<file path="config.mk">
export PLATFORM = sky130hd
export DESIGN_NAME = result_queue
export DESIGN_NICKNAME = d
export VERILOG_FILES = /design/src/dot_pkg.sv /design/src/result_queue.sv
export VERILOG_INCLUDE_DIRS = /design/src /design/src/include
export SDC_FILE = /design/constraint.sdc
export NUM_CORES = 1
export LEC_CHECK = 0
export BUFFER_PORTS_ARGS = -buffer_cell sky130_fd_sc_hd__buf_2
export CAP_MARGIN = 20
export CORE_ASPECT_RATIO = 0.75
export CORE_UTILIZATION = 45
export DETAILED_ROUTE_END_ITERATION = 12
export PLACE_DENSITY = 0.71
export SLEW_MARGIN = 20
export SYNTH_ARGS = -nofsm -noshare
export SYNTH_HDL_FRONTEND = slang
export SYNTH_SLANG_ARGS = --single-unit
</file>
<file path="constraint.sdc">
create_clock -name clk -period 4.6 [get_ports clk]
set_clock_uncertainty 0.15 [all_clocks]
set_input_delay 0.46 -clock clk [delete_from_list [all_inputs] [get_ports clk]]
set_output_delay 0.46 -clock clk [all_outputs]
set_load 0.01 [all_outputs]
</file>
<file path="src/include/dot_defs.svh">
// Dot-product engine parameters
`ifndef DOT_DEFS_SVH
`define DOT_DEFS_SVH

// --------------------
// Datapath sizing
// --------------------

// Elements in each of the a and b vectors
`define DOT_VEC_LEN 32

// Width of one signed element
`define DOT_ELEM_W 8

// Accumulator start value and final result width
`define DOT_ACC_W 16

// Result FIFO entries, which is also the credit limit
`define DOT_Q_DEPTH 4

// Cycles from job_valid to sum_valid
`define DOT_LATENCY 5

// --------------------
// APB register map
// --------------------

`define DOT_APB_AW 12
`define DOT_APB_DW 32

// Register byte offsets
// Each vector block spans eight words
`define DOT_REG_A      12'h000
`define DOT_REG_B      12'h020
`define DOT_REG_ACC    12'h040
`define DOT_REG_CTRL   12'h044
`define DOT_REG_STATUS 12'h048
`define DOT_REG_RESULT 12'h04C

`endif

</file>
<file path="src/dot_pkg.sv">
// Dot-product engine types
`default_nettype none

`include "dot_defs.svh"

package dot_pkg;

   // --------------------
   // Arithmetic widths
   // --------------------

   typedef logic signed [`DOT_ELEM_W-1:0] elem_t;
   typedef logic signed [2*`DOT_ELEM_W-1:0] prod_t;
   // Sixteen products need four guard bits on top of one product
   typedef logic signed [2*`DOT_ELEM_W+3:0] half_sum_t;
   // One more bit covers the sum of the two halves
   typedef logic signed [2*`DOT_ELEM_W+4:0] dot_sum_t;
   typedef logic signed [`DOT_ACC_W-1:0] acc_t;
   typedef logic signed [`DOT_ACC_W+6:0] wide_sum_t;

   // Element i sits in byte i of the vector
   typedef elem_t [`DOT_VEC_LEN-1:0] vec_t;

   // --------------------
   // Bundles
   // --------------------

   typedef struct packed {
      logic [`DOT_APB_AW-1:0] paddr;
      logic                   psel;
      logic                   penable;
      logic                   pwrite;
      logic [`DOT_APB_DW-1:0] pwdata;
   } apb_req_t;

   typedef struct packed {
      logic [`DOT_APB_DW-1:0] prdata;
      logic                   pready;
      logic                   pslverr;
   } apb_rsp_t;

   // One complete job as handed to the datapath
   typedef struct packed {
      vec_t a;
      vec_t b;
      acc_t acc;
   } dot_job_t;

   typedef struct packed {
      acc_t value;
      logic saturated;
   } result_t;

endpackage

`default_nettype wire

</file>
<file path="src/result_queue.sv">
// Saturating result FIFO
`timescale 1ns/1ps
`default_nettype none

`include "dot_defs.svh"

module result_queue (
   input  logic                clk,
   input  logic                rst,
   input  dot_pkg::wide_sum_t  sum,
   input  logic                sum_valid,
   input  logic                pop,
   input  logic                clear_sat,
   input  logic                job_launch,
   output dot_pkg::result_t    head,
   output logic [2:0]          count,
   output logic                sat_sticky,
   output logic                credit_ok
);

   import dot_pkg::*;

   localparam int DEPTH = `DOT_Q_DEPTH;
   localparam int PTR_W = $clog2(DEPTH);
   // Limits of a signed result
   localparam wide_sum_t SUM_MAX = 2**(`DOT_ACC_W-1) - 1;
   localparam wide_sum_t SUM_MIN = -(2**(`DOT_ACC_W-1));

   result_t          mem [DEPTH];
   result_t          entry;
   logic             over;
   logic             under;
   logic [PTR_W-1:0] wr_ptr;
   logic [PTR_W-1:0] rd_ptr;
   // Jobs launched whose sums have not come back yet
   logic [2:0]       inflight;

   // --------------------
   // Saturation
   // --------------------

   assign over  = sum > SUM_MAX;
   assign under = sum < SUM_MIN;

   always_comb begin
      entry.saturated = over || under;
      if (over) begin
         entry.value = acc_t'(SUM_MAX);
      end else if (under) begin
         entry.value = acc_t'(SUM_MIN);
      end else begin
         entry.value = sum[`DOT_ACC_W-1:0];
      end
   end

   // --------------------
   // FIFO and credits
   // --------------------

   always_ff @(posedge clk) begin
      if (sum_valid) begin
         mem[wr_ptr] <= entry;
      end
   end

   always_ff @(posedge clk) begin
      if (rst) begin
         wr_ptr     <= '0;
         rd_ptr     <= '0;
         count      <= '0;
         inflight   <= '0;
         sat_sticky <= 1'b0;
      end else begin
         if (sum_valid) begin
            wr_ptr <= wr_ptr + 1'b1;
         end
         if (pop) begin
            rd_ptr <= rd_ptr + 1'b1;
         end
         count    <= count + 3'(sum_valid) - 3'(pop);
         inflight <= inflight + 3'(job_launch) - 3'(sum_valid);
         // A new saturation wins over a clear in the same cycle
         if (sum_valid && entry.saturated) begin
            sat_sticky <= 1'b1;
         end else if (clear_sat) begin
            sat_sticky <= 1'b0;
         end
      end
   end

   assign head = mem[rd_ptr];

   // Stored plus pending results must leave room for one more job
   assign credit_ok = ({1'b0, count} + {1'b0, inflight}) < 4'(DEPTH);

   // The credit check in the register block keeps the FIFO from overflowing
   a_no_overflow : assert property (@(posedge clk) disable iff (rst)
      sum_valid |-> count != 3'(DEPTH));

endmodule

`default_nettype wire

</file>
==> results of run 1 <==
==> logic make-up after synthesis <==
family,synth area share (%)
fa+ha+maj,5.01
flops,69.8
xor+xnor,1.86
simple gates,4.29
buf+inv,2.92
mux,11.9
compound gates,4.25
==> critical path: stages (launching register included) <==
cell	delay (ns)
dfxtp_1	0.83
mux4_2	0.43
buf_2	0.16
==> how the worst max path moves through the flow <==
| stage | slack (ns) | to | cells after the start | start |
|---|---|---|---|---|
| floorplan | 2.69 | inflight[2] | 8 | sum_valid |
| global placement | 2.48 | inflight[2] | 9 | sum_valid |
| detailed placement | 2.46 | inflight[2] | 9 | sum_valid |
| CTS | 2.19 | head[2] | 2 | register |
| global route | 2.12 | head[12] | 2 | register |
| finish | 2.22 | head[12] | 2 | register |
==> sequential cells by signal, indices dropped and copies added (netlist names), named ones only <==
register and cells:
inflight 3, sat_sticky 1, wr_ptr 2, count 3, rd_ptr 2, mem 68
==> area by class of cell <==
class / count / area (sq um)
repair buffers: 51 / 258
clock buffers: 9 / 124
well taps: 98 / 123
inverters: 10 / 37.5
clock inverters: 7 / 53.8
fillers: 575 / 3160
multi-input cells: 81 / 901
flip-flops and latches: 81 / 2300
==> per-layer routing <==
metal  global-route usage, %  part of all wire [%]  up-vias
met5                       0                     0        -
met4                    5.22                   1.0        0
met3                    4.95                   3.3        4
met2                    25.8                    49       29
met1                    21.1                    47      879
li1                        -                     -      800
==> report_power, final <==
part	total [mW]	switching [mW]	internal (mW)	leakage, nW
combinational	0.248	0.126	0.122	0.553
sequential	0.885	0.0338	0.851	0.739
clock	0.461	0.261	0.199	0.0839
==> stage by stage <==
step           instance area [sq um]  total power [mW]
2_1_floorplan                   3300              1.06
3_3_place_gp                    3620              1.15
3_5_place_dp                    3620              1.15
4_1_cts                         3800              1.61
5_1_grt                         3800              1.67
6_report                        3800              1.59
==> layout by cell type, fill, tap and decap left out <==
| cell | netlist | layout |
|---|---|---|
| a21oi_2 | 1 | 1 |
| a41o_1 | 1 | 1 |
| and2_1 | 5 | 5 |
| and3_1 | 1 | 1 |
| buf_2 | 1 | 50 |
| buf_4 | 1 | 1 |
| clkbuf_8 | 0 | 9 |
| clkinv_1 | 0 | 1 |
| clkinv_4 | 0 | 2 |
| clkinvlp_4 | 0 | 2 |
| dfxtp_1 | 13 | 13 |
| edfxtp_1 | 68 | 68 |
| fa_1 | 2 | 2 |
| ha_1 | 10 | 10 |
| inv_1 | 10 | 10 |
| inv_6 | 0 | 2 |
| mux2i_1 | 1 | 1 |
| mux4_2 | 17 | 17 |
| nand2_1 | 1 | 1 |
| nand3_1 | 2 | 2 |
| nand4_1 | 1 | 1 |
| nor2_1 | 9 | 9 |
| nor2b_1 | 2 | 2 |
| nor3_1 | 1 | 1 |
| nor3b_1 | 1 | 1 |
| nor4_1 | 1 | 1 |
| nor4_2 | 1 | 1 |
| o21a_1 | 15 | 15 |
| o21ai_2 | 1 | 1 |
| or3_1 | 1 | 1 |
| xnor2_1 | 4 | 4 |
| xor2_1 | 3 | 3 |
==> results.json, run 1 <==
{
  "area_growth_pct": 15.1,
  "path_class": "register to primary output",
  "drt_first_pass_iters": 4,
  "ys_top_cells_by_count": "68 x edfxtp_1, 17 x mux4_2, 15 x o21a_1",
  "rr_endpoint": "inflight[2]",
  "pin_count": 51,
  "rrSetupSlack_ns": 2.72,
  "synth_largest_area_cell": "edfxtp_1",
  "hold_ws_ns": 0.264,
  "worstMarginPinSlew_ns": 0.882,
  "period_share_pct": 51.7,
  "worstSkewPairLatency_ns": 0.34,
  "ys.flop_type": "edfxtp_1",
  "synth_area_leaders": "edfxtp_1 62%, mux4_2 12%, dfxtp_1 7.9%",
  "finalNonFillerCells": 337,
  "gp_congestion": 0.692,
  "rows": 26,
  "globalRoute.totalOverflow": 0,
  "netlist_instances": 180,
  "startpoint_type": "register",
  "postSynth.asyncResetShare_pct": 0,
  "cts_resized": 0,
  "grt_max_degree": 18,
  "cts_setup_buffers": 0,
  "cp.required_ns": 3.99,
  "cts_buffer_depth": 2,
  "hold_class": "input port to register",
  "yosysMostFrequentCell": "edfxtp_1",
  "cts_buffers": 9,
  "outcome": "finished, final reports clean",
  "p_leak_nw": 1.38,
  "crit_fanout": 17,
  "dp_cells": 321,
  "wl_per_cell_microns": 16.3,
  "hold_buffers": 0,
  "ys.warnings.count": 0,
  "first_global_vias": 1796,
  "ant_nets": 0,
  "dieArea_sq_um": 7680,
  "final_util_pct": 54.6,
  "antennaDiodeCount": 0,
  "endpoint_kind": "primary output",
  "pre_cts_ws_ns": 2.46,
  "synth_edf_count": 68,
  "cp.arrival_ns": 1.77,
  "maxCapViolations": 0,
  "final-hold-violation-count": 0,
  "syn-num-nets": 221,
  "die_h_microns": 76.2,
  "cts_num_sinks": 81,
  "cts_tree": "built",
  "tns_ns": 0,
  "antenna_found_initial": 0,
  "worst_hold_startpoint": "sum[22]",
  "hpwlAfterDp_microns": 3620,
  "r2r_cells": 9,
  "power_density_nw_per_um2": 420,
  "grt_pass1_wl_microns": 9020,
  "drc": 0,
  "grt_use_total_pct": 16.1,
  "synth-seq-cells": 81,
  "period_needed_ns": 2.38,
  "vdd_drop_max_mv": 0.151,
  "yosysSeqAreaShare_pct": 69.8,
  "synth_top_area_share_pct": 61.9,
  "slew_violations": 0,
  "port_buffers": 50,
  "synth_area_per_cell_sq_um": 18.3,
  "yosysUniqueCellTypes": 30,
  "core_sq_um": 6960,
  "viasPerCell": 5.08,
  "slew_headroom_pct": 41.2,
  "drt_wl_total_microns": 5500,
  "whs_path_depth": 1,
  "hold-path-endpoint": "mem[2][16]",
  "setup_viol": 0,
  "clockRootBuffer": "clkbuf_8",
  "fmax_ghz": 0.421,
  "r2r-start": "inflight[0]",
  "layout.nets": 275,
  "rsz0062_at_grt": "false",
  "drt_iter0_markers": 68,
  "synth_area_sq_um": 3300,
  "drive_gt1_share_pct": 36.0,
  "path_clk_slew_ns": 0.08,
  "route.vias.total": 1712,
  "h-tree-depth": 3,
  "die_w_microns": 101,
  "worst_slack_ns": 2.22,
  "start_util_pct": 47.4
}
Note: power is estimated with default switching activity, not from simulation.
==> run 2: changes to the inputs <==
--- a/config.mk
+++ b/config.mk
@@ -11,7 +11,7 @@
 export CORE_ASPECT_RATIO = 0.75
 export CORE_UTILIZATION = 45
 export DETAILED_ROUTE_END_ITERATION = 12
-export PLACE_DENSITY = 0.71
+export PLACE_DENSITY = 0.73
 export SLEW_MARGIN = 20
 export SYNTH_ARGS = -nofsm -noshare
 export SYNTH_HDL_FRONTEND = slang
==> constraint.sdc (replaced) <==
create_clock -name clk -period 2.16 [get_ports clk]
set_clock_uncertainty 0.15 [all_clocks]
set_input_delay 0.216 -clock clk [delete_from_list [all_inputs] [get_ports clk]]
set_output_delay 0.216 -clock clk [all_outputs]
set_load 0.01 [all_outputs]
==> results.json, run 2 (synthesis gave the netlist of run 1 again) <==
{
  "outcome": "finished, final reports clean",
  "grt_max_degree": 18,
  "rr_endpoint": "inflight[2]",
  "tns_ns": 0,
  "cp.buffers_inverters": 1,
  "cp.required_ns": 1.79,
  "finalNonFillerCells": 341,
  "cts_setup_buffers": 0,
  "critPathCapture": "credit_ok",
  "p_sw_mw": 0.873,
  "cts_resized": 0,
  "layout.nets": 280,
  "setup_viol": 0,
  "rsz0062_at_grt": "false",
  "drc": 0,
  "period_needed_ns": 1.97,
  "viasPerCell": 4.89,
  "path_class": "register to primary output",
  "worstSkewPairLatency_ns": 0.33,
  "dieArea_sq_um": 7680,
  "final-hold-violation-count": 0,
  "p_leak_nw": 1.42,
  "r2r_cells": 9,
  "slew_violations": 0,
  "cts_tree": "built",
  "endpoint_kind": "primary output",
  "wl_per_cell_microns": 16.1,
  "regMostFlops": "mem",
  "start_util_pct": 47.4,
  "cp.arrival_ns": 1.60,
  "path_clk_slew_ns": 0.07,
  "period_share_pct": 91.2,
  "core_sq_um": 6960,
  "globalRoute.totalOverflow": 0,
  "startpoint_type": "register",
  "antenna_found_initial": 0,
  "h-tree-depth": 3,
  "p_seq_share_pct": 51.9,
  "drive_gt1_share_pct": 37.4,
  "vdd_drop_max_mv": 0.420,
  "first_global_vias": 1711,
  "rows": 26,
  "route.vias.total": 1669,
  "power_density_nw_per_um2": 928,
  "crit_fanout": 4,
  "ant_nets": 0,
  "rrSetupSlack_ns": 0.29,
  "worst_hold_startpoint": "pop",
  "cp-startpoint": "count[1]",
  "final_util_pct": 55.8,
  "grt_use_total_pct": 15.6,
  "die_h_microns": 76.2,
  "slowest_stage": "dfxtp_1",
  "drt_wl_total_microns": 5480,
  "hold_class": "input port to register",
  "r2r-start": "inflight[0]",
  "hpwlAfterDp_microns": 3550,
  "drt_iter0_markers": 52,
  "final_common_cell": "edfxtp_1",
  "port_buffers": 50,
  "top_regs": "mem: 68 flops, count: 3 flops, inflight: 3 flops",
  "critPathMaxStageDelay_ns": 0.45,
  "worstMarginPinSlew_ns": 0.892,
  "worstPathCellList": "ha_1, and3_1, nor4_1, buf_2",
  "gp_congestion": 0.761,
  "dp_cells": 326,
  "power_frac_comb_pct": 15.5,
  "cts_buffers": 9,
  "final_cell_mix": "68 x edfxtp_1, 50 x buf_2, 17 x mux4_2, 15 x o21a_1, 13 x dfxtp_1",
  "pwr-share-clk_pct": 32.6,
  "antennaDiodeCount": 0,
  "p_int_mw": 2.74,
  "maxCapViolations": 0,
  "netSwitchingFraction_pct": 24.2,
  "slew_headroom_pct": 40.5,
  "cts_buffer_depth": 2,
  "pin_count": 51,
  "hold_buffers": 0,
  "drt_first_pass_iters": 4,
  "area_growth_pct": 17.8,
  "cts_num_sinks": 81,
  "grt_pass1_wl_microns": 8670,
  "fmax_ghz": 0.508,
  "largest_reg_flops": 68,
  "die_w_microns": 101,
  "crit_family": "flip-flops",
  "crit_cells": 4,
  "clockRootBuffer": "clkbuf_8"
}
[run 2: area by class of cell]
class                   count  area [sq um]
clock buffers               9           124
inverters                  10          37.5
multi-input cells          81           901
well taps                  98           123
flip-flops and latches     81          2300
clock inverters             6          92.6
fillers                   574          3070
repair buffers             56           308
[run 2: metal layers]
metal / vias up / routed length, microns / track usage [%]
met3: 5 / 194 / 3.76
met2: 31 / 2570 / 24.5
met4: 0 / 72 / 5.80
met1: 828 / 2650 / 21.2
li1: 805 / - / -
met5: - / 0 / 0
[run 2: worst min-delay path by stage]
| stage | slack [ns] | depth (start not counted) | end |
|---|---|---|---|
| floorplan | 0.14 | 1 | count[0] |
| finish | 0.04 | 3 | register |
| detailed placement | 0.36 | 2 | register |
| CTS | 0.03 | 3 | register |
| global route | 0.04 | 1 | mem[1][16] |
| global placement | 0.36 | 2 | rd_ptr[1] |
[run 2: per-stage QoR]
step	setup slack [ns]	hold slack, ns	total power, mW	area [sq um]
6_report	0.191	0.0386	3.61	3890
5_1_grt	0.0287	0.0352	3.77	3890
4_1_cts	0.138	0.0305	3.64	3890
3_5_place_dp	0.235	0.361	2.48	3670
3_3_place_gp	0.295	0.360	2.46	3670
2_1_floorplan	0.392	0.138	2.27	3300
[run 2: worst reg2reg max path, stage by stage (launching register included)]
cell	delay (ns)
dfxtp_1	0.33
inv_1	0.04
ha_1	0.26
inv_1	0.06
ha_1	0.13
inv_1	0.04
fa_1	0.38
xor2_1	0.16
xnor2_1	0.15
nor2_1	0.06
[run 2: power groups by stage]
stage	registers, mW	logic [mW]	clock network (mW)
2_1_floorplan	1.90	0.366	0
3_3_place_gp	1.90	0.551	0
3_5_place_dp	1.91	0.568	0
4_1_cts	1.87	0.570	1.19
5_1_grt	1.89	0.630	1.26
6_report	1.87	0.560	1.18
==> run 3: changes to the inputs <==
--- a/config.mk
+++ b/config.mk
@@ -10,6 +10,7 @@
 export CAP_MARGIN = 20
 export CORE_ASPECT_RATIO = 0.75
 export CORE_UTILIZATION = 45
+export CTS_BUF_LIST = sky130_fd_sc_hd__clkbuf_4
 export DETAILED_ROUTE_END_ITERATION = 12
 export PLACE_DENSITY = 0.73
 export SLEW_MARGIN = 20
==> results.json, run 3 (synthesis gave the netlist of run 1 again) <==
{
  "outcome": "finished, final reports clean",
  "p_int_mw": 2.57,
  "cts_num_sinks": 81,
  "power_frac_comb_pct": 17.1,
  "rsz0062_at_grt": "false",
  "dieArea_sq_um": 7680,
  "cts_buffer_depth": 2,
  "hpwlAfterDp_microns": 3550,
  "hold_class": "input port to register",
  "regMostFlops": "mem",
  "layout.nets": 286,
  "cp.arrival_ns": 1.66,
  "route.vias.total": 1679,
  "fmax_ghz": 0.494,
  "first_global_vias": 1720,
  "clockRootBuffer": "clkbuf_4",
  "rows": 26,
  "stdcell_area_sq_um": 3900,
  "area_growth_pct": 18.2,
  "wl_per_cell_microns": 16.0,
  "tns_ns": 0,
  "drt_iter0_markers": 93,
  "grt_use_total_pct": 15.9,
  "start_util_pct": 47.4,
  "vdd_drop_max_mv": 0.416,
  "ant_nets": 0,
  "setup_viol": 0,
  "netSwitchingFraction_pct": 24.8,
  "slew_violations": 0,
  "viasPerCell": 4.84,
  "final_common_cell": "edfxtp_1",
  "crit_fanout": 17,
  "top_regs": "mem: 68 flops, count: 3 flops, inflight: 3 flops",
  "h-tree-depth": 3,
  "die_h_microns": 76.2,
  "drive_gt1_share_pct": 37.3,
  "endpoint_kind": "primary output",
  "drt_first_pass_iters": 4,
  "largest_reg_flops": 68,
  "path_clk_slew_ns": 0.13,
  "antenna_found_initial": 0,
  "period_share_pct": 93.7,
  "post_dp_cell_area_sq_um": 3670,
  "grt_max_degree": 18,
  "startpoint_type": "register",
  "path_class": "register to primary output",
  "worstMarginPinSlew_ns": 0.904,
  "grt_pass1_wl_microns": 8780,
  "drc": 0,
  "gp_congestion": 0.761,
  "final-hold-violation-count": 0,
  "slew_headroom_pct": 39.7,
  "p_leak_nw": 1.43,
  "p_seq_share_pct": 54.7,
  "pwr-share-clk_pct": 28.2,
  "globalRoute.totalOverflow": 0,
  "worstSkewPairLatency_ns": 0.39,
  "p_sw_mw": 0.848,
  "cp.required_ns": 1.79,
  "period_needed_ns": 2.02,
  "drt_wl_total_microns": 5550,
  "core_sq_um": 6960,
  "final_cell_mix": "68 x edfxtp_1, 50 x buf_2, 17 x mux4_2, 15 x o21a_1, 12 x dfxtp_1",
  "cts_setup_buffers": 0,
  "cts_buffers": 9,
  "die_w_microns": 101,
  "cts_tree": "built",
  "port_buffers": 50,
  "antennaDiodeCount": 0,
  "pin_count": 51,
  "maxCapViolations": 0,
  "power_density_nw_per_um2": 878
}
==> run 3: cell count changes in the layout (fill, tap and decap cells not counted), sizes merged <==
cell         previous run  this run
dlygate4sd3             0         6
==> run 3: timing repair <==
action                                  4_1_cts  5_1_grt
endpoints found under the hold margin        15        0
endpoints found under the setup margin        0        1
resized for setup                             0        2
hold buffers                                  6        0
==> run 3: power groups by stage <==
stage / Combinational (mW) / Sequential [mW] / Clock, mW
3_3_place_gp: 0.551 / 1.90 / 0
6_report: 0.584 / 1.87 / 0.965
3_5_place_dp: 0.568 / 1.91 / 0
2_1_floorplan: 0.366 / 1.90 / 0
5_1_grt: 0.656 / 1.89 / 1.05
4_1_cts: 0.579 / 1.87 / 0.987
==> run 3: worst max-delay path, cell delays in order, from the launching register on <==
cell	delay, ns
dfxtp_1	0.37
buf_12	0.19
mux4_2	0.55
buf_2	0.16
==> run 3: per-stage QoR <==
| step | hold WS [ns] | cells | utilization (%) | setup WS, ns | total power [mW] |
|---|---|---|---|---|---|
| floorplan | 0.138 | 180 | - | 0.392 | 2.27 |
| global placement | 0.360 | 326 | 52.7 | 0.295 | 2.46 |
| detailed placement | 0.361 | 326 | 52.7 | 0.235 | 2.48 |
| CTS | 0.00494 | 347 | 55.9 | 0.0451 | 3.44 |
| global route | 0.00347 | 347 | 56.0 | 0.0191 | 3.59 |
| finish | 0.0291 | 347 | 56.0 | 0.136 | 3.42 |
==> run 3: final cells by class <==
class | count | area (sq um)
Clock buffer | 9 | 67.6
Clock inverter | 6 | 92.6
Fill cell | 583 | 3060
Inverter | 10 | 37.5
Multi-Input combinational cell | 81 | 907
Sequential cell | 81 | 2300
Tap cell | 98 | 123
Timing Repair Buffer | 62 | 368
==> run 3: final timing paths <==
path	endpoint	cells past startpoint	slack, ns	startpoint
worst max-delay path	head[2]	3	0.14	register
worst min-delay path	mem[2][11]	2	0.03	sum[10]
worst max register to register	inflight[2]	9	0.29	inflight[0]
worst min register to register	rd_ptr[1]	2	0.40	rd_ptr[1]
==> run 3: layer usage <==
metal / global-route usage [%] / share of wire, % / vias to the layer above
li1: - / - / 823
met1: 21.0 / 46 / 815
met2: 25.5 / 48 / 37
met3: 4.59 / 4.5 / 4
met4: 5.36 / 1.1 / 0
met5: 0 / 0 / -
