===== src/include/dot_defs.svh =====
// Dot-product engine parameters
`ifndef DOT_DEFS_SVH
`define DOT_DEFS_SVH

// --------------------
// Datapath sizing
// --------------------

// Elements in each of the a and b vectors
`define DOT_VEC_LEN 32

// Width of one signed element
`define DOT_ELEM_W 8

// Accumulator start value and final result width
`define DOT_ACC_W 16

// Result FIFO entries, which is also the credit limit
`define DOT_Q_DEPTH 4

// Cycles from job_valid to sum_valid
`define DOT_LATENCY 5

// --------------------
// APB register map
// --------------------

`define DOT_APB_AW 12
`define DOT_APB_DW 32

// Register byte offsets
// Each vector block spans eight words
`define DOT_REG_A      12'h000
`define DOT_REG_B      12'h020
`define DOT_REG_ACC    12'h040
`define DOT_REG_CTRL   12'h044
`define DOT_REG_STATUS 12'h048
`define DOT_REG_RESULT 12'h04C

`endif


===== src/dot_pkg.sv =====
// Dot-product engine types
`default_nettype none

`include "dot_defs.svh"

package dot_pkg;

   // --------------------
   // Arithmetic widths
   // --------------------

   typedef logic signed [`DOT_ELEM_W-1:0] elem_t;
   typedef logic signed [2*`DOT_ELEM_W-1:0] prod_t;
   // Sixteen products need four guard bits on top of one product
   typedef logic signed [2*`DOT_ELEM_W+3:0] half_sum_t;
   // One more bit covers the sum of the two halves
   typedef logic signed [2*`DOT_ELEM_W+4:0] dot_sum_t;
   typedef logic signed [`DOT_ACC_W-1:0] acc_t;
   typedef logic signed [`DOT_ACC_W+6:0] wide_sum_t;

   // Element i sits in byte i of the vector
   typedef elem_t [`DOT_VEC_LEN-1:0] vec_t;

   // --------------------
   // Bundles
   // --------------------

   typedef struct packed {
      logic [`DOT_APB_AW-1:0] paddr;
      logic                   psel;
      logic                   penable;
      logic                   pwrite;
      logic [`DOT_APB_DW-1:0] pwdata;
   } apb_req_t;

   typedef struct packed {
      logic [`DOT_APB_DW-1:0] prdata;
      logic                   pready;
      logic                   pslverr;
   } apb_rsp_t;

   // One complete job as handed to the datapath
   typedef struct packed {
      vec_t a;
      vec_t b;
      acc_t acc;
   } dot_job_t;

   typedef struct packed {
      acc_t value;
      logic saturated;
   } result_t;

endpackage

`default_nettype wire


===== src/apb_vector_regs.sv =====
// APB vector register block
`timescale 1ns/1ps
`default_nettype none

`include "dot_defs.svh"

module apb_vector_regs (
   input  logic               clk,
   input  logic               rst,
   input  dot_pkg::apb_req_t  apb_req,
   output dot_pkg::apb_rsp_t  apb_rsp,
   output dot_pkg::dot_job_t  job,
   output logic               job_valid,
   input  dot_pkg::result_t   head,
   input  logic [2:0]         count,
   input  logic               sat_sticky,
   input  logic               credit_ok,
   output logic               pop,
   output logic               clear_sat
);

   import dot_pkg::*;

   // A vector block covers one byte per element
   localparam int BLK_SH = $clog2(`DOT_VEC_LEN);

   vec_t                   a_reg;
   vec_t                   b_reg;
   acc_t                   acc_reg;
   logic                   access;
   logic                   wr_acc;
   logic                   rd_acc;
   logic                   aligned;
   logic                   a_hit;
   logic                   b_hit;
   logic                   acc_hit;
   logic                   ctrl_hit;
   logic                   stat_hit;
   logic                   res_hit;
   logic                   mapped;
   logic [BLK_SH-3:0]      word_idx;
   logic                   start_req;
   logic                   start_ok;
   logic                   err;
   logic [`DOT_APB_DW-1:0] rd_word;

   // --------------------
   // Address decode
   // --------------------

   // PREADY is tied high, so every access phase completes at once
   assign access = apb_req.psel && apb_req.penable;
   assign wr_acc = access && apb_req.pwrite;
   assign rd_acc = access && !apb_req.pwrite;

   assign aligned  = apb_req.paddr[1:0] == 2'b00;
   assign word_idx = apb_req.paddr[BLK_SH-1:2];
   assign a_hit    = aligned && ((apb_req.paddr >> BLK_SH) == (`DOT_REG_A >> BLK_SH));
   assign b_hit    = aligned && ((apb_req.paddr >> BLK_SH) == (`DOT_REG_B >> BLK_SH));
   assign acc_hit  = apb_req.paddr == `DOT_REG_ACC;
   assign ctrl_hit = apb_req.paddr == `DOT_REG_CTRL;
   assign stat_hit = apb_req.paddr == `DOT_REG_STATUS;
   assign res_hit  = apb_req.paddr == `DOT_REG_RESULT;
   assign mapped   = a_hit || b_hit || acc_hit || ctrl_hit || stat_hit || res_hit;

   // --------------------
   // Side effects
   // --------------------

   // A start is only taken when the queue has room for its result
   assign start_req = wr_acc && ctrl_hit && apb_req.pwdata[0];
   assign start_ok  = start_req && credit_ok;

   // Reading RESULT pops the head entry at the end of the access phase
   assign pop       = rd_acc && res_hit && (count != 3'd0);
   assign clear_sat = wr_acc && stat_hit && apb_req.pwdata[8];

   always_ff @(posedge clk) begin
      if (rst) begin
         a_reg     <= '0;
         b_reg     <= '0;
         acc_reg   <= '0;
         job_valid <= 1'b0;
      end else begin
         job_valid <= start_ok;
         // Word k holds elements 4k to 4k+3, lowest element in the low byte
         if (wr_acc && a_hit) begin
            for (int j = 0; j < 4; j++) begin
               a_reg[4*word_idx+j] <= apb_req.pwdata[8*j +: 8];
            end
         end
         if (wr_acc && b_hit) begin
            for (int j = 0; j < 4; j++) begin
               b_reg[4*word_idx+j] <= apb_req.pwdata[8*j +: 8];
            end
         end
         if (wr_acc && acc_hit) begin
            acc_reg <= apb_req.pwdata[`DOT_ACC_W-1:0];
         end
      end
   end

   // The registers feed the datapath directly, it captures them on job_valid
   assign job = '{a: a_reg, b: b_reg, acc: acc_reg};

   // --------------------
   // Read data and errors
   // --------------------

   always_comb begin
      rd_word = '0;
      if (a_hit) begin
         for (int j = 0; j < 4; j++) begin
            rd_word[8*j +: 8] = a_reg[4*word_idx+j];
         end
      end else if (b_hit) begin
         for (int j = 0; j < 4; j++) begin
            rd_word[8*j +: 8] = b_reg[4*word_idx+j];
         end
      end else if (acc_hit) begin
         rd_word[`DOT_ACC_W-1:0] = acc_reg;
      end else if (stat_hit) begin
         // Sticky flag in bit 8, count in 3:1, result available in bit 0
         rd_word[8]   = sat_sticky;
         rd_word[3:1] = count;
         rd_word[0]   = count != 3'd0;
      end else if (res_hit) begin
         rd_word[`DOT_ACC_W]     = head.saturated;
         rd_word[`DOT_ACC_W-1:0] = head.value;
      end
   end

   // Empty RESULT reads, refused starts and unmapped addresses all fail
   assign err = !mapped || (rd_acc && res_hit && count == 3'd0) || (start_req && !credit_ok);

   assign apb_rsp = '{prdata: rd_word, pready: 1'b1, pslverr: access && err};

   // The queue count comes from result_queue, an empty pop would corrupt it
   a_no_empty_pop : assert property (@(posedge clk) disable iff (rst)
      pop |-> count != 3'd0);

endmodule

`default_nettype wire


===== config.mk =====
export PLATFORM = sky130hd
export DESIGN_NAME = apb_vector_regs
export DESIGN_NICKNAME = d
export VERILOG_FILES = /design/src/dot_pkg.sv /design/src/apb_vector_regs.sv
export VERILOG_INCLUDE_DIRS = /design/src /design/src/include
export SDC_FILE = /design/constraint.sdc
export NUM_CORES = 1
export LEC_CHECK = 0
export BUFFER_PORTS_ARGS = -buffer_cell sky130_fd_sc_hd__buf_4
export CAP_MARGIN = 20
export CORE_ASPECT_RATIO = 1.2
export CORE_MARGIN = 4
export CORE_UTILIZATION = 35
export CTS_CLUSTER_SIZE = 12
export DETAILED_ROUTE_END_ITERATION = 8
export SLEW_MARGIN = 20
export SYNTH_ARGS = -nofsm -noshare
export SYNTH_HDL_FRONTEND = slang
export SYNTH_SLANG_ARGS = --single-unit

===== constraint.sdc =====
create_clock -name clk -period 2.3 [get_ports clk]
set_input_delay 0.345 -clock clk [delete_from_list [all_inputs] [get_ports clk]]
set_output_delay 0.345 -clock clk [all_outputs]
set_load 0.1 [all_outputs]

==> impl_metrics.toml, run 1 <==
[outcome]
outcome = "finished, violations left"
violations = "setup timing"

[synthesis]
synth_compound_area_share_pct = 2.33
syn-cell-area_um2 = 24900
ys_seq_area_share_pct = 42.5
synthSimpleGateAreaFrac_pct = 16.0
syn_nets = 2279
synthXorXnorAreaFrac_pct = 0
synth_top_family_by_area = "multiplexers"
async_flop_share_pct = 0
synth-edff-count = 0
synth_warnings = 0
synthFlopType = "dfxtp_1"
ys_ff_latch = 529
syn_area_per_cell_um2 = 11.3
yosysUniqueCellTypes = 48
synthCells = 2208
muxShareOfSynthArea_pct = 34.8
synth_adder_area_share_pct = 0

[timing]
fin_crit_sh_pct = 115
fin_skew_ns = 0
relSlewSlack_pct = 48.0
tightestPinTransition_ns = 0.780
finalSetupViolCount = 31
min_period_ns = 2.64
holdWs_ns = 0.0316
maxSlewViolCount = 0
worst_slack_ns = -0.337
rsz0062_at_grt = "true"
hold_violations = 0
fmax_ghz = 0.379
fin_tns_setup_ns = -4.07

[cts]
worstSkewPairLatency_ns = 0.61
clock_path_buffers = 3
h-tree-depth = 2
cts_made_buffers = 58
cts_tree = "done"
cts.sinks = 529
clk_pin_slew_ns = 0.06
cts-root-buf = "clkbuf_16"

[drt]
drt_wl_total_um = 110000
route.antenna.remaining_nets = 0
drtIter0Drc = 1420
firstDrtPassIters = 5
drc_errors = 0
num_vias = 21400
wire_per_inst_um = 27.5
vias_per_cell = 5.33

[global_route]
grt_max_degree = 46
gr-usage-all-layers_pct = 27.6
grt_antenna_before_repair = 8
grt-ovfl-total = 0
grt_pass1_vias = 22400
grt_pass1_wl_um = 157000

[final_layout]
final_util_pct = 53.2
final_cell_mix = "buf_4 (876), nand2b_1 (546), mux2i_1 (534)"
layout_commonest_cell = "buf_4"
largest_reg_flops = 512
drive_gt1_share_pct = 55.4
final.fill_count = 6168
stdcell_count = 4004
synthToLayoutAreaGrowth_pct = 49.7
design_area_um2 = 37300
nNetsFinal = 3112

[critical_path]
reg2reg_from = "acc_reg[5]"
crit_start = "job[396]"
cp_top_family = "multiplexers"
cp-start-kind = "register"
path_common_cell = "mux4_2"
cp_max_fo = 3
end_kind = "output pin"
crit_slowest_cell = "mux4_2"
critPathBufInv = 1
max_stage_delay_ns = 0.50
reg2regPathDepth = 3
cp.arrival_ns = 2.29
crit_type = "register to output pin"
r2r-end = "acc_reg[5]"
r2r_slack_ns = 1.01
crit_chain = "mux4_2 > mux4_2 > and3_4 > buf_12"
cp.required_ns = 1.96

[floorplanning]
start_util_pct = 35.5
rows = 106
die-width_um = 251
num_io_pins = 636
core_um2 = 70000
die_h_um = 300
fp.dieArea_um2 = 75500

[placed_design]
dpl.cell_count = 3745
place_congestion = 0.904
place_ws_ns = -0.509
io_buffers = 634
hpwl_um = 78000
dpl_cell_area_um2 = 33100

[power_and_ir_drop]
p_leak_nw = 18.2
p_per_area_nw_per_um2 = 530
ir_drop_mv = 0.521
power_mw = 19.8

[run]
cap_violations = 0

[worst_hold_path]
min-delay-start = "apb_req[6]"
hold_depth = 3
worstHoldEndpoint = "acc_reg[6]"
hold_path.class = "primary input to register"
-- metal layers --
metal / GRT usage [%] / share of wire, % / vias up
li1: - / - / 9389
met1: 33.3 / 39 / 10800
met2: 47.1 / 49 / 878
met3: 5.94 / 6.6 / 277
met4: 13.0 / 5.5 / 8
met5: 0 / 0.051 / -
-- worst min-delay path, stage by stage --
cell and delay (ns):
buf_4 0.12, nand3_1 0.06, a21oi_1 0.06
-- how the worst max path moves through the flow --
stage | slack, ns | depth (start not counted) | endpoint
2_1_floorplan | -0.45 | 7 | apb_rsp[16]
3_3_place_gp | -0.51 | 9 | apb_rsp[18]
3_5_place_dp | -0.51 | 9 | apb_rsp[18]
4_1_cts | -0.38 | 4 | apb_rsp[30]
5_1_grt | -0.36 | 4 | apb_rsp[30]
6_report | -0.34 | 4 | apb_rsp[30]
-- repair_timing --
action	CTS	global route
hold buffers	15	0
pin swaps	29	22
resized for setup	303	43
buffers inserted	114	22
cloned	1	4
setup endpoints to repair	35	35
endpoints found under the hold margin	15	0
-- power breakdown --
group          internal (mW)  total, mW  switching (mW)
clock                   5.37       9.26            3.89
sequential              9.14       9.14        0.000260
combinational          0.654       1.36           0.704
-- cells in the mapped netlist, drive strengths merged, types with 2 or more instances --
library cell,number,area [um^2]
a211o,3,26.3
a21oi,18,90.1
a22oi,11,82.6
a31oi,2,12.5
and3,6,37.5
and4,2,17.5
buf,94,513
clkbuf,145,544
dfxtp,529,10600
mux2,5,56.3
mux2i,568,5690
mux4,130,2930
nand2,18,67.6
nand2b,546,3420
nand3,27,155
nand3b,4,30.0
nand4,5,31.3
nor2,10,37.5
nor2b,5,31.3
nor3,4,20.0
nor3b,2,15.0
nor4,4,46.3
nor4b,2,23.8
o21ai,29,145
o221ai,2,17.5
o22a,10,87.6
o22ai,11,68.8
or3,2,12.5
or4,2,15.0
-- logic make-up (layout without fill, tap and decap cells) --
| kind of cell | after synthesis | in the layout |
|---|---|---|
| compound gates | 92 | 92 |
| flops | 529 | 529 |
| simple gates | 643 | 643 |
| buf+inv | 240 | 1114 |
| mux | 703 | 703 |
| other cells | 1 | 5 |
-- final cells by class --
| class | count | area [um^2] | area share (%) |
|---|---|---|---|
| diodes | 4 | 10.0 | 0.0269 |
| inverters | 1 | 3.75 | 0.0101 |
| well taps | 918 | 1150 | 3.08 |
| multi-input cells | 1439 | 14100 | 37.8 |
| repair buffers | 1012 | 9070 | 24.3 |
| flip-flops and latches | 529 | 11100 | 29.8 |
| clock inverters | 15 | 165 | 0.443 |
| clock buffers | 86 | 1690 | 4.53 |
No activity file was read; power rests on OpenSTA's default activity.
==> run 2, diff against run 1 <==
--- a/config.mk
+++ b/config.mk
@@ -8,9 +8,10 @@
 export LEC_CHECK = 0
 export BUFFER_PORTS_ARGS = -buffer_cell sky130_fd_sc_hd__buf_4
 export CAP_MARGIN = 20
-export CORE_ASPECT_RATIO = 1.2
+export CORE_ASPECT_RATIO = 0.6
 export CORE_MARGIN = 4
 export CORE_UTILIZATION = 35
+export CTS_BUF_LIST = sky130_fd_sc_hd__clkbuf_8
 export CTS_CLUSTER_SIZE = 12
 export DETAILED_ROUTE_END_ITERATION = 8
 export SLEW_MARGIN = 20
==> impl_metrics.toml, run 2 (synthesis results as in run 1) <==
[final_layout]
final_util_pct = 52.4
drive_gt1_share_pct = 55.2
final_cell_mix = "buf_4 (907), mux2i_1 (549), nand2b_1 (546)"
design_area_um2 = 36800
synthToLayoutAreaGrowth_pct = 47.8
layout_commonest_cell = "buf_4"
nNetsFinal = 3142
largest_reg_flops = 512

[placed_design]
dpl_cell_area_um2 = 33000
place_ws_ns = -0.402
hpwl_um = 76600
place_congestion = 0.937
io_buffers = 634

[timing]
fin_skew_ns = 0
hold_violations = 0
maxSlewViolCount = 0
worst_slack_ns = -0.385
fin_crit_sh_pct = 117
relSlewSlack_pct = 47.9
fmax_ghz = 0.372
holdWs_ns = 0.126
min_period_ns = 2.68
fin_tns_setup_ns = -7.15
finalSetupViolCount = 33
tightestPinTransition_ns = 0.781
rsz0062_at_grt = "true"

[drt]
drtIter0Drc = 1659
drt_wl_total_um = 107000
vias_per_cell = 5.30
num_vias = 21500
route.antenna.remaining_nets = 0
firstDrtPassIters = 5
drc_errors = 0
wire_per_inst_um = 26.3

[floorplanning]
die_h_um = 215
start_util_pct = 35.5
num_io_pins = 636
rows = 75
core_um2 = 70200
fp.dieArea_um2 = 75600
die-width_um = 352

[cts]
cts.sinks = 529
clk_pin_slew_ns = 0.07
h-tree-depth = 3
cts-root-buf = "clkbuf_8"
cts_made_buffers = 86
cts_tree = "done"
clock_path_buffers = 3
worstSkewPairLatency_ns = 0.68

[critical_path]
cp.required_ns = 1.96
max_stage_delay_ns = 0.48
cp_max_fo = 2
cp-start-kind = "register"
crit_type = "register to output pin"
critPathBufInv = 1
end_kind = "output pin"
crit_chain = "mux4_2 > mux4_2 > and3_4 > buf_12"
path_common_cell = "mux4_2"
crit_slowest_cell = "mux4_2"
cp_top_family = "multiplexers"
cp.arrival_ns = 2.34

[worst_hold_path]
hold_path.class = "primary input to register"

[power_and_ir_drop]
p_per_area_nw_per_um2 = 512
ir_drop_mv = 0.348
p_leak_nw = 18.2

[global_route]
grt_antenna_before_repair = 1
grt_pass1_wl_um = 153000
gr-usage-all-layers_pct = 27.0
grt_max_degree = 68
grt-ovfl-total = 0
grt_pass1_vias = 22100

[outcome]
violations = "setup timing"
outcome = "finished, violations left"

[run]
cap_violations = 0
[run 2: cell types whose count changed in the layout (fill, tap and decap cells not counted), moves of 3 or more]
cell,delta
mux2i_4,+3
dfxtp_1,-5
inv_1,+30
clkinv_2,-3
mux2i_2,-18
mux2i_1,+15
buf_6,-5
diode_2,-3
clkbuf_8,+99
buf_4,+31
clkbuf_16,-64
buf_12,-20
dfxtp_2,+3
clkbuf_1,-16
[run 2: report_power, final]
group / switching [mW] / internal (mW)
logic: 0.681 / 0.594
registers: 0.000251 / 9.13
clock network: 4.01 / 4.41
total: 4.69 / 14.1
[run 2: through the flow]
stage | power [mW] | cells
after floorplan | 10.1 | 2208
after global placement | 10.6 | 3757
after detailed placement | 10.6 | 3757
after CTS | 19.0 | 4037
after global routing | 19.4 | 4060
final | 18.8 | 4060
[run 2: worst paths after layout]
check,start,to,cells past startpoint,slack (ns)
worst max-delay path,job[332],apb_rsp[30],4,-0.38
worst min-delay path,apb_req[20],job[484],4,0.13
worst max register to register,job[246],job[246],4,1.45
worst min register to register,job[431],job[431],2,0.48
[run 2: metal layers]
layer | vias to the layer above | track usage (%) | routed length, um
li1 | 9466 | - | -
met1 | 10900 | 35.9 | 46500
met2 | 926 | 42.5 | 48400
met3 | 217 | 7.06 | 8300
met4 | 0 | 9.78 | 3720
met5 | - | 0 | 0
[run 2: tightest hold or removal path, delay by kind of cell]
family                 cells  cell delay, ns
buffers and inverters      2            0.27
and+or+nand+nor            1            0.04
muxes                      1            0.12
[run 2: what timing repair did]
item                                    in CTS  in global routing
resized for setup                          274                 41
gates cloned                                 0                  0
endpoints found under the setup margin      34                 34
hold buffers                                17                  0
endpoints found under the hold margin       17                  0
pin swaps                                   22                 12
setup buffers                              115                 22
[run 2: cell type report]
type                       instances  area, um^2
fill                            6149       33400
multi-input combinational       1439       14000
sequential                       529       11100
timing repair buffer            1014        8720
clock buffer                     110        1510
tap                              924        1160
clock inverter                    42         224
inverter                           1        3.75
antenna                            1        2.50
==> run 3, diff against run 2 <==
--- a/config.mk
+++ b/config.mk
@@ -10,10 +10,12 @@
 export CAP_MARGIN = 20
 export CORE_ASPECT_RATIO = 0.6
 export CORE_MARGIN = 4
-export CORE_UTILIZATION = 35
+export CORE_UTILIZATION = 47
 export CTS_BUF_LIST = sky130_fd_sc_hd__clkbuf_8
 export CTS_CLUSTER_SIZE = 12
 export DETAILED_ROUTE_END_ITERATION = 8
+export PLACE_DENSITY = 0.75
+export RECOVER_POWER = 50
 export SLEW_MARGIN = 20
 export SYNTH_ARGS = -nofsm -noshare
 export SYNTH_HDL_FRONTEND = slang
==> impl_metrics.toml, run 3 (synthesis results as in run 1) <==
[outcome]
outcome = "finished, violations left"
violations = "setup timing"

[global_route]
grt-ovfl-total = 0
grt_max_degree = 92
grt_pass1_vias = 22200
gr-usage-all-layers_pct = 33.4
grt_antenna_before_repair = 1
grt_pass1_wl_um = 145000

[critical_path]
crit_type = "register to output pin"
r2r_slack_ns = 1.04
crit_start = "job[486]"
cp-start-kind = "register"
reg2reg_from = "acc_reg[4]"
reg2regPathDepth = 3
cp_max_fo = 2
cp.arrival_ns = 2.28
cp.required_ns = 1.96
r2r-end = "acc_reg[4]"
crit_end = "apb_rsp[24]"
end_kind = "output pin"

[cts]
clk_pin_slew_ns = 0.07
cts_tree = "done"
clock_path_buffers = 3
cts-root-buf = "clkbuf_8"
worstSkewPairLatency_ns = 0.63
cts_made_buffers = 80
h-tree-depth = 3
cts.sinks = 529

[timing]
fmax_ghz = 0.381
hold_violations = 0
min_period_ns = 2.62
maxSlewViolCount = 0
rsz0062_at_grt = "true"
fin_tns_setup_ns = -6.33
tightestPinTransition_ns = 0.786
fin_crit_sh_pct = 114
holdWs_ns = 0.0611
fin_skew_ns = 0
worst_slack_ns = -0.321
relSlewSlack_pct = 47.6
finalSetupViolCount = 33

[drt]
drtIter0Drc = 2063
drt_wl_total_um = 98800
num_vias = 21800
wire_per_inst_um = 25.7
route.antenna.remaining_nets = 0
firstDrtPassIters = 7
drc_errors = 0
vias_per_cell = 5.66

[placed_design]
place_congestion = 0.993
hpwl_um = 70000
dpl.cell_count = 3512
place_ws_ns = -0.321
io_buffers = 634

[final_layout]
final_cell_mix = "mux2i_1 (548), nand2b_1 (546), clkbuf_2 (480)"
stdcell_count = 3843
layout_commonest_cell = "mux2i_1"
synthToLayoutAreaGrowth_pct = 42.1
largest_reg_flops = 512
nNetsFinal = 3148
drive_gt1_share_pct = 56.4

[floorplanning]
die-width_um = 305
start_util_pct = 47.5
num_io_pins = 636
core_um2 = 52500
rows = 65
fp.dieArea_um2 = 56800
die_h_um = 186

[power_and_ir_drop]
p_leak_nw = 17.9
p_per_area_nw_per_um2 = 529
ir_drop_mv = 0.483
power_mw = 18.7

[worst_hold_path]
hold_path.class = "primary input to register"

[run]
cap_violations = 0
## run 3: cell types whose count changed in the layout (fill, tap and decap cells not counted), moves of 4 or more
cell      change
dfxtp_2      +47
buf_4       -476
clkbuf_2    +480
dfxtp_4       -8
dfxtp_1      -39
mux2i_2       +4
clkbuf_8      -7
## run 3: power breakdown
part | internal [mW] | leakage (nW) | switching [mW]
registers | 9.14 | 4.48 | 0.000238
logic | 0.589 | 12.4 | 0.664
clock network | 4.41 | 0.973 | 3.92
total | 14.1 | 17.9 | 4.58
## run 3: layer usage
layer / vias to the layer above / wire, um / global-route usage [%]
met2: 1221 / 45200 / 53.3
met1: 10800 / 39800 / 43.9
met4: 0 / 4340 / 13.0
met3: 284 / 9450 / 8.74
li1: 9491 / - / -
met5: - / 0 / 0
## run 3: timing repair
action,4_1_cts,5_1_grt
endpoints found under the setup margin,34,35
setup buffers,142,25
gates cloned,1,0
resized for setup,315,37
hold endpoints to repair,17,0
hold buffers,19,0
pin swaps,29,16
## run 3: metrics by stage
step,util [%],cell area [um^2]
floorplan,-,25800
global placement,62.0,32500
detailed placement,62.0,32500
CTS,69.3,36300
global route,67.4,35400
finish,67.4,35400
## run 3: how the worst min path moves through the flow
| stage | slack (ns) | to | cells after the start | from |
|---|---|---|---|---|
| after floorplan | 0.50 | acc_reg[0] | 2 | apb_req[0] |
| after global placement | 0.46 | job[102] | 2 | job[102] |
| after detailed placement | 0.47 | job[359] | 2 | job[359] |
| after CTS | 0.01 | acc_reg[5] | 2 | rst |
| after global routing | 0.02 | acc_reg[5] | 2 | rst |
| final | 0.06 | acc_reg[5] | 2 | rst |
## run 3: worst max-delay path, cell delays in order, from the launching register on
cell and delay [ns]:
dfxtp_2 0.33, mux4_2 0.46, mux4_2 0.48, and3_4 0.20
buf_12 0.16
## run 3: layout make-up
cell class / count / area [um^2]
antenna: 2 / 5.00
clock buffer: 104 / 1430
clock inverter: 39 / 263
fill: 4055 / 17100
inverter: 1 / 3.75
multi-input combinational: 1439 / 14000
sequential: 529 / 11200
tap: 703 / 880
timing repair buffer: 1026 / 7640
